[src/common/pcie_tx_pkg.sv]
`default_nettype none

package pcie_tx_pkg;

   // which source owns the current packet
   typedef enum logic [1:0]
   {
      kind_none,
      kind_rc,
      kind_rr,
      kind_wr
   } tlp_kind_t;

   typedef struct packed
   {
      tlp_kind_t kind;
      logic      addr_64;   // upper address half nonzero
   } tx_grant_t;

   typedef struct packed
   {
      logic [63:0] data;
      logic        one_dw;  // only data[31:0] carries payload
      logic        last;
   } tx_beat_t;

   // header format/type bytes
   localparam logic [7:0] cpld_fmt     = 8'h4A;
   localparam logic [7:0] mrd_fmt_3dw  = 8'h00;
   localparam logic [7:0] mrd_fmt_4dw  = 8'h20;
   localparam logic [7:0] mwr_fmt_3dw  = 8'h40;
   localparam logic [7:0] mwr_fmt_4dw  = 8'h60;

   localparam int rd_len_dw_default = 128;
   localparam int wr_words_default  = 16;

   // byte reversal of one doubleword, host order to PCIe order
   function automatic logic [31:0] dw_swap(input logic [31:0] x);
      return {x[7:0], x[15:8], x[23:16], x[31:24]};
   endfunction

endpackage

`default_nettype wire

[src/pcie_tx/pcie_tx_arbiter.sv]
`timescale 1ns/10ps
`default_nettype none

module pcie_tx_arbiter
(
   input  wire logic                   clock,
   input  wire logic                   reset,
   input  wire logic                   rc_valid,
   input  wire logic                   rr_valid,
   input  wire logic                   wr_valid,
   input  wire logic [63:0]            request_addr,
   input  wire logic                   framer_idle,
   output pcie_tx_pkg::tx_grant_t      grant,
   output logic                        grant_valid
);

   pcie_tx_pkg::tlp_kind_t next_kind;
   logic last_rc;   // previous grant went to a completion

   // rc first unless it just had a turn and someone else waits
   always_comb
   begin
      if (rc_valid && !(last_rc && (rr_valid || wr_valid)))
         next_kind = pcie_tx_pkg::kind_rc;
      else if (rr_valid)
         next_kind = pcie_tx_pkg::kind_rr;
      else if (wr_valid)
         next_kind = pcie_tx_pkg::kind_wr;
      else
         next_kind = pcie_tx_pkg::kind_none;
   end

   always_ff @(posedge clock)
   begin
      if (reset)
      begin
         grant_valid <= 1'b0;
         last_rc     <= 1'b0;
      end
      else
      begin
         grant_valid <= framer_idle && (next_kind != pcie_tx_pkg::kind_none);
         if (framer_idle && (next_kind != pcie_tx_pkg::kind_none))
            last_rc <= (next_kind == pcie_tx_pkg::kind_rc);
      end
   end

   // payload of the grant, sampled once per packet
   always_ff @(posedge clock)
   begin
      if (framer_idle && (next_kind != pcie_tx_pkg::kind_none))
      begin
         grant.kind    <= next_kind;
         grant.addr_64 <= |request_addr[63:32];
      end
   end

   // framer must drop idle as soon as it sees a grant
   a_single_grant : assert property (@(posedge clock) disable iff (reset)
      grant_valid |=> !grant_valid)
      else $error("arbiter issued a second grant back to back");

endmodule

`default_nettype wire

[src/pcie_tx/pcie_tx_framer.sv]
`timescale 1ns/10ps
`default_nettype none

module pcie_tx_framer
#(
   parameter int RD_LEN_DW = pcie_tx_pkg::rd_len_dw_default,
   parameter int WR_WORDS  = pcie_tx_pkg::wr_words_default
)
(
   input  wire logic                   clock,
   input  wire logic                   reset,
   input  wire logic [15:0]            pcie_id,
   input  wire logic [63:0]            request_addr,
   input  wire logic [23:0]            rc_rid_tag,
   input  wire logic [3:0]             rc_lower_addr,
   input  wire logic [63:0]            rc_data,
   input  wire logic [7:0]             rr_tag,
   input  wire logic                   wr_valid,
   input  wire logic [63:0]            wr_data,
   input  wire pcie_tx_pkg::tx_grant_t grant,
   input  wire logic                   grant_valid,
   input  wire logic                   slice_ready,
   output logic                        framer_idle,
   output logic                        rc_ready,
   output logic                        rr_ready,
   output logic                        wr_ready,
   output pcie_tx_pkg::tx_beat_t       beat,
   output logic                        beat_valid
);

   localparam int CW = $clog2(WR_WORDS + 2);

   logic                   busy;
   pcie_tx_pkg::tlp_kind_t kind_q;
   logic                   addr_64_q;
   logic [CW-1:0]          cnt;        // beat index within the packet
   logic [CW-1:0]          last_cnt;
   logic [CW-1:0]          wr_seen;    // write handshakes this packet
   logic [63:0]            wr_prev;    // word taken on the previous wr beat
   logic                   is_last;
   logic                   wr_beat;
   logic [31:0]            addr_lo;
   logic [31:0]            addr_hi;

   assign addr_lo = request_addr[31:0];
   assign addr_hi = request_addr[63:32];

   always_comb
   begin
      case (kind_q)
         pcie_tx_pkg::kind_rc: last_cnt = CW'(2);
         pcie_tx_pkg::kind_rr: last_cnt = CW'(1);
         default:              last_cnt = CW'(WR_WORDS + 1);
      endcase
   end

   assign is_last = (cnt == last_cnt);
   assign wr_beat = (kind_q == pcie_tx_pkg::kind_wr) && (cnt != '0) && (cnt <= CW'(WR_WORDS));

   // data beats of a write wait for the source word
   assign beat_valid  = busy && (!wr_beat || wr_valid);
   assign framer_idle = !busy && !grant_valid;

   assign rc_ready = busy && slice_ready && (kind_q == pcie_tx_pkg::kind_rc) && is_last;
   assign rr_ready = busy && slice_ready && (kind_q == pcie_tx_pkg::kind_rr) && is_last;
   assign wr_ready = busy && slice_ready && wr_beat && wr_valid;

   always_ff @(posedge clock)
   begin
      if (reset)
      begin
         busy   <= 1'b0;
         cnt    <= '0;
         kind_q <= pcie_tx_pkg::kind_none;
      end
      else if (grant_valid)
      begin
         busy   <= 1'b1;
         cnt    <= '0;
         kind_q <= grant.kind;
      end
      else if (beat_valid && slice_ready)
      begin
         if (is_last)
            busy <= 1'b0;
         else
            cnt <= cnt + 1'b1;
      end
   end

   always_ff @(posedge clock)
   begin
      if (grant_valid)
         addr_64_q <= grant.addr_64;
      if (wr_ready)
         wr_prev <= wr_data;
   end

   always_ff @(posedge clock)
   begin
      if (reset || grant_valid)
         wr_seen <= '0;
      else if (wr_ready)
         wr_seen <= wr_seen + 1'b1;
   end

   always_comb
   begin
      beat      = '0;
      beat.last = is_last;
      case (kind_q)
         pcie_tx_pkg::kind_rc:
         begin
            if (cnt == '0)
               beat.data = {pcie_id, 16'd8, pcie_tx_pkg::cpld_fmt, 24'd2};
            else if (cnt == CW'(1))
               beat.data = {pcie_tx_pkg::dw_swap(rc_data[31:0]), rc_rid_tag,
                            1'b0, rc_lower_addr, 3'd0};
            else
            begin
               beat.data   = {32'h0, pcie_tx_pkg::dw_swap(rc_data[63:32])};
               beat.one_dw = 1'b1;
            end
         end
         pcie_tx_pkg::kind_rr:
         begin
            if (cnt == '0)
               beat.data = {pcie_id, rr_tag, 8'hFF,
                            addr_64_q ? pcie_tx_pkg::mrd_fmt_4dw : pcie_tx_pkg::mrd_fmt_3dw,
                            24'(RD_LEN_DW)};
            else
            begin
               beat.data   = {addr_lo, addr_64_q ? addr_hi : addr_lo};
               beat.one_dw = !addr_64_q;
            end
         end
         pcie_tx_pkg::kind_wr:
         begin
            if (cnt == '0)
               beat.data = {pcie_id, 16'h00FF,
                            addr_64_q ? pcie_tx_pkg::mwr_fmt_4dw : pcie_tx_pkg::mwr_fmt_3dw,
                            24'(2 * WR_WORDS)};
            else if (cnt == CW'(1))   // address beat
               beat.data = addr_64_q ? {addr_lo, addr_hi}
                                     : {pcie_tx_pkg::dw_swap(wr_data[31:0]), addr_lo};
            else if (addr_64_q)       // whole words, one beat late
               beat.data = {pcie_tx_pkg::dw_swap(wr_prev[63:32]),
                            pcie_tx_pkg::dw_swap(wr_prev[31:0])};
            else if (is_last)
            begin
               beat.data   = {32'h0, pcie_tx_pkg::dw_swap(wr_prev[63:32])};
               beat.one_dw = 1'b1;
            end
            else
               beat.data = {pcie_tx_pkg::dw_swap(wr_data[31:0]),
                            pcie_tx_pkg::dw_swap(wr_prev[63:32])};
         end
         default: ;
      endcase
   end

   // arbiter grants only while no packet is in progress
   a_grant_idle : assert property (@(posedge clock) disable iff (reset)
      grant_valid |-> !busy)
      else $error("grant arrived while a packet was in progress");

   a_wr_count : assert property (@(posedge clock) disable iff (reset)
      wr_ready |-> (wr_seen < CW'(WR_WORDS)))
      else $error("too many write words taken in one packet");

endmodule

`default_nettype wire

[src/hw/pcie_tx_slice.sv]
`timescale 1ns/10ps
`default_nettype none

module pcie_tx_slice
(
   input  wire logic                  clock,
   input  wire logic                  reset,
   input  wire pcie_tx_pkg::tx_beat_t beat,
   input  wire logic                  beat_valid,
   output logic                       slice_ready,
   input  wire logic                  tx_tready,
   output logic [63:0]                tx_tdata,
   output logic                       tx_1dw,
   output logic                       tx_tlast,
   output logic                       tx_tvalid
);

   pcie_tx_pkg::tx_beat_t slot_q [2];
   pcie_tx_pkg::tx_beat_t head;
   logic                  wr_ptr;
   logic                  rd_ptr;
   logic [1:0]            count;    // entries held, 0 to 2
   logic                  push;
   logic                  pop;

   assign push = beat_valid && slice_ready;
   assign pop  = tx_tvalid && tx_tready;

   always_ff @(posedge clock)
   begin
      if (reset)
      begin
         wr_ptr <= 1'b0;
         rd_ptr <= 1'b0;
         count  <= 2'd0;
      end
      else
      begin
         if (push)
            wr_ptr <= !wr_ptr;
         if (pop)
            rd_ptr <= !rd_ptr;
         count <= count + 2'(push) - 2'(pop);
      end
   end

   always_ff @(posedge clock)
   begin
      if (push)
         slot_q[wr_ptr] <= beat;
   end

   assign head        = slot_q[rd_ptr];
   assign slice_ready = (count != 2'd2);
   assign tx_tvalid   = (count != 2'd0);
   assign tx_tdata    = head.data;
   assign tx_1dw      = head.one_dw;
   assign tx_tlast    = head.last;

   // stalled beat must hold until the core takes it
   a_hold_stalled : assert property (@(posedge clock) disable iff (reset)
      (tx_tvalid && !tx_tready) |=> (tx_tvalid && $stable(tx_tdata)))
      else $error("tx_tdata changed while stalled");

endmodule

`default_nettype wire

[src/hw/pcie_tx_top.sv]
`timescale 1ns/10ps
`default_nettype none

module pcie_tx_top
#(
   parameter int RD_LEN_DW = pcie_tx_pkg::rd_len_dw_default,
   parameter int WR_WORDS  = pcie_tx_pkg::wr_words_default
)
(
   input  wire logic        clock,
   input  wire logic        reset,
   input  wire logic [15:0] pcie_id,
   input  wire logic [63:0] request_addr,
   input  wire logic        rc_valid,      // read completion
   input  wire logic [23:0] rc_rid_tag,
   input  wire logic [3:0]  rc_lower_addr,
   input  wire logic [63:0] rc_data,
   output logic             rc_ready,
   input  wire logic        rr_valid,      // read request
   input  wire logic [7:0]  rr_tag,
   output logic             rr_ready,
   input  wire logic        wr_valid,      // write request
   input  wire logic [63:0] wr_data,
   output logic             wr_ready,
   input  wire logic        tx_tready,
   output logic [63:0]      tx_tdata,
   output logic             tx_1dw,
   output logic             tx_tlast,
   output logic             tx_tvalid
);

   pcie_tx_pkg::tx_grant_t grant;
   logic                   grant_valid;
   logic                   framer_idle;
   pcie_tx_pkg::tx_beat_t  beat;
   logic                   beat_valid;
   logic                   slice_ready;

   pcie_tx_arbiter arbiter
   (
      .clock(clock), .reset(reset),
      .rc_valid(rc_valid), .rr_valid(rr_valid), .wr_valid(wr_valid),
      .request_addr(request_addr), .framer_idle(framer_idle),
      .grant(grant), .grant_valid(grant_valid)
   );

   pcie_tx_framer #(.RD_LEN_DW(RD_LEN_DW), .WR_WORDS(WR_WORDS)) framer
   (
      .clock(clock), .reset(reset),
      .pcie_id(pcie_id), .request_addr(request_addr),
      .rc_rid_tag(rc_rid_tag), .rc_lower_addr(rc_lower_addr), .rc_data(rc_data),
      .rr_tag(rr_tag), .wr_valid(wr_valid), .wr_data(wr_data),
      .grant(grant), .grant_valid(grant_valid), .slice_ready(slice_ready),
      .framer_idle(framer_idle),
      .rc_ready(rc_ready), .rr_ready(rr_ready), .wr_ready(wr_ready),
      .beat(beat), .beat_valid(beat_valid)
   );

   pcie_tx_slice slice
   (
      .clock(clock), .reset(reset),
      .beat(beat), .beat_valid(beat_valid), .slice_ready(slice_ready),
      .tx_tready(tx_tready), .tx_tdata(tx_tdata), .tx_1dw(tx_1dw),
      .tx_tlast(tx_tlast), .tx_tvalid(tx_tvalid)
   );

endmodule

`default_nettype wire

[config.mk]
export PLATFORM = sky130hd
export DESIGN_NAME = pcie_tx_top
export DESIGN_NICKNAME = d
export VERILOG_FILES = /design/src/common/pcie_tx_pkg.sv /design/src/pcie_tx/pcie_tx_arbiter.sv /design/src/pcie_tx/pcie_tx_framer.sv /design/src/hw/pcie_tx_slice.sv /design/src/hw/pcie_tx_top.sv
export SDC_FILE = /design/constraint.sdc
export NUM_CORES = 1
export LEC_CHECK = 0
export ABC_CLOCK_PERIOD_IN_PS = 16500
export BUFFER_PORTS_ARGS = -buffer_cell sky130_fd_sc_hd__buf_2
export CAP_MARGIN = 20
export CELL_PAD_IN_SITES_DETAIL_PLACEMENT = 0
export CELL_PAD_IN_SITES_GLOBAL_PLACEMENT = 1
export CORE_MARGIN = 1.5
export CORE_UTILIZATION = 45
export CTS_BUF_LIST = sky130_fd_sc_hd__clkbuf_4
export DETAILED_ROUTE_END_ITERATION = 8
export MAX_ROUTING_LAYER = met4
export PLACE_DENSITY_LB_ADDON = 0.1
export SETUP_SLACK_MARGIN = 0.1
export SYNTH_ARGS = -nofsm -noshare
export SYNTH_HDL_FRONTEND = slang
export SYNTH_SLANG_ARGS = --single-unit
export TNS_END_PERCENT = 10
[constraint.sdc]
create_clock -name clock -period 16.5 [get_ports clock]
set_clock_uncertainty 0.05 [all_clocks]
set_input_delay 0.825 -clock clock [delete_from_list [all_inputs] [get_ports clock]]
set_output_delay 0.825 -clock clock [all_outputs]
set_load 0.1 [all_outputs]
==> flow_summary.ini <==
[status]
status = completed

[clocking]
cts_max_level = 2
cts_hold_buf = 0
cts.sinks = 215
clockRootBuffer = clkbuf_4
cts.repair.resized = 0
clkTransAtPathRegs_ps = 70
worstSkewPairLatency_ps = 700
clk_path_buf_depth = 3
cts_tree = yes
numCtsBuffers = 58
postCtsSetupRepairBufs = 0

[placed_design]
gp_routability_congestion = 0.946
post-place-ws_ps = 12780
io_buffers = 319
place_inst = 1575
post-dp-hpwl_um = 26700
placed_area_mm2 = 0.0130

[critical_path]
cp.required_ps = 15620
setup.worst_path.class = reg -> out
cp-start-kind = register
rr_endpoint = slice.slot_q[1][29]
r2r_start = framer.cnt[0]
reg2reg_depth = 6
crit_arrival_ps = 3320
end_kind = output pin
critPathMaxFanout = 31
r2r_slack_ps = 12740

[global_route]
grt_pass1_vias = 9197
antenna_found_initial = 10
grt_pass1_wl_um = 55900
grt-ovfl-total = 0
grt_util_all_layers = 0.303
grt_max_degree = 77

[synth]
yosysTopAreaCellShare = 0.537
synth-edff-count = 200
synth.net_count = 1254
yosys_warnings = 0
synth_most_common_cell = edfxtp_1
syn_inst = 995
syn_area_per_cell_um2 = 11.2
netlist_area_mm2 = 0.0112
synth_top_area_cell = edfxtp_1
ys_async_sr_fraction = 0
synthTopCellsByArea = edfxtp_1 (54%), mux2_2 (11%), nand2_1 (6.1%)
seq_area_frac_synth = 0.564
synth_cell_types = 51
synth_ff_type = edfxtp_1
synth_common_cells = edfxtp_1 (200), nand2_1 (181), mux2_2 (113)
synth.ff_latch_count = 215

[floorplanning]
die_h_um = 161
rows = 57
die-area_mm2 = 0.0258
die_w_um = 161
ios = 320
initial_core_util = 0.460
core_mm2 = 0.0243

[route]
routed_wl_um = 38900
drc = 0
vias = 9577
route.met3.wl_um = 3480
routedWlPerCell_um = 23.0
ant_nets = 0
dr.pass1.iters = 7
wl_met2_um = 17900
vias_per_cell = 5.66
wl_met1_um = 16100
maxUsedRoutingLayer = met4
drt_iter0_drc = 811

[finish]
fill_cells = 2177
fin_area_mm2 = 0.0137
syn2layout_area_growth_pct = 23.0
nets = 1571
drive_gt1_frac = 0.409
final_cells = 1691

[pwr]
p_per_area_mw_per_mm2 = 134
peakVddDrop_mv = 0.125
power_leakage_nw = 5.52

[sta]
rsz0062_at_grt = false
post-route-period-util = 0.254
tns_ps = 0
setup_viol = 0
worst_pin_slew_ps = 1150
setup_slack_ps = 12300
hold_viol = 0
fmax_mhz = 238
slew_violations = 0
slew_headroom = 0.234
fin_crit_ps = 4200

[worst_hold_path]
holdPathStages = 1
min_from = wr_data[42]
min_to = framer.wr_prev[42]
hold_class = in -> reg

[flow_run]
max-cap-violations = 0
[critical path: stages (launching register included)]
cell     delay (ps)
dfxtp_1         450
inv_1            70
ha_1            300
nor3b_1         190
xnor2_1         370
nor3b_2         270
buf_4           430
buf_2           520
[logic make-up (layout without fill, tap and decap cells)]
family / after synthesis / in the layout / synth area share
xor gates and xnor gates: 9 / 9 / 0.00705
other: 0 / 11 / 0
and+or+nand+nor: 340 / 340 / 0.132
muxes: 133 / 133 / 0.132
AOI/OAI and AO/OA: 206 / 206 / 0.124
buffers and inverters: 83 / 444 / 0.0319
DFF: 215 / 215 / 0.564
adders and majority gates: 9 / 9 / 0.0101
[cells in the final DEF (no fill, tap or decap), types with 11 or more instances in the layout]
cell type | synthesis | routed
o211ai_1 | 24 | 24
dfxtp_1 | 15 | 14
diode_2 | 0 | 11
mux2i_1 | 20 | 20
nand3_1 | 30 | 30
a22oi_1 | 11 | 11
a222oi_1 | 20 | 20
a21oi_1 | 54 | 54
nor2_1 | 76 | 76
edfxtp_1 | 200 | 200
a211oi_1 | 19 | 19
nand2_1 | 181 | 181
buf_2 | 24 | 319
buf_4 | 0 | 12
mux2_2 | 113 | 113
o21ai_0 | 38 | 38
clkinv_1 | 0 | 12
clkbuf_4 | 0 | 92
[power by group]
part	total (W)	switching (W)	internal [W]
registers	0.000670	0.0000384	0.000631
clock network	0.000473	0.000223	0.000250
logic	0.000702	0.000546	0.000156
total	0.00184	0.000807	0.00104
[metrics by stage]
step	utilization	total power (W)	hold slack [ps]
final	0.565	0.00184	254
after global routing	0.565	0.00191	220
after CTS	0.564	0.00185	219
after detailed placement	0.533	0.00138	385
after global placement	0.533	0.00138	356
after floorplan	-	0.00123	350
[worst max path at each step]
stage                  startpoint                   to  cells after the start
global placement    framer.cnt[0]  slice.slot_q[0][29]                      6
global route        framer.cnt[0]             wr_ready                      7
floorplan           framer.cnt[0]             wr_ready                      5
finish              framer.cnt[0]             wr_ready                      7
CTS                 framer.cnt[0]             wr_ready                      7
detailed placement  framer.cnt[0]  slice.slot_q[0][60]                      6
[flip-flops by register name, indices dropped and copies added, names as in the netlist, 2 cells and up, named ones only]
name and count:
slice.slot_q 132, framer.wr_prev 64, framer.cnt 5, arbiter.grant 3, framer.kind_q 2, slice.count 2
[metal layers]
metal | vias up | track usage
met5 | - | -
met4 | 0 | 0.121
met3 | 99 | 0.0568
met2 | 508 | 0.459
met1 | 4558 | 0.402
li1 | 4412 | -
[area by class of cell]
| cell class | count | area [µm²] | area share |
|---|---|---|---|
| antenna | 11 | 27.5 | 0.00200 |
| clock inverter | 12 | 45.0 | 0.00328 |
| tap | 324 | 405 | 0.0295 |
| sequential | 215 | 6310 | 0.459 |
| multi-input combinational | 697 | 4540 | 0.330 |
| clock buffer | 92 | 691 | 0.0502 |
| timing repair buffer | 332 | 1700 | 0.123 |
| inverter | 8 | 30.0 | 0.00218 |
Note: power is estimated with default switching activity, not from simulation.
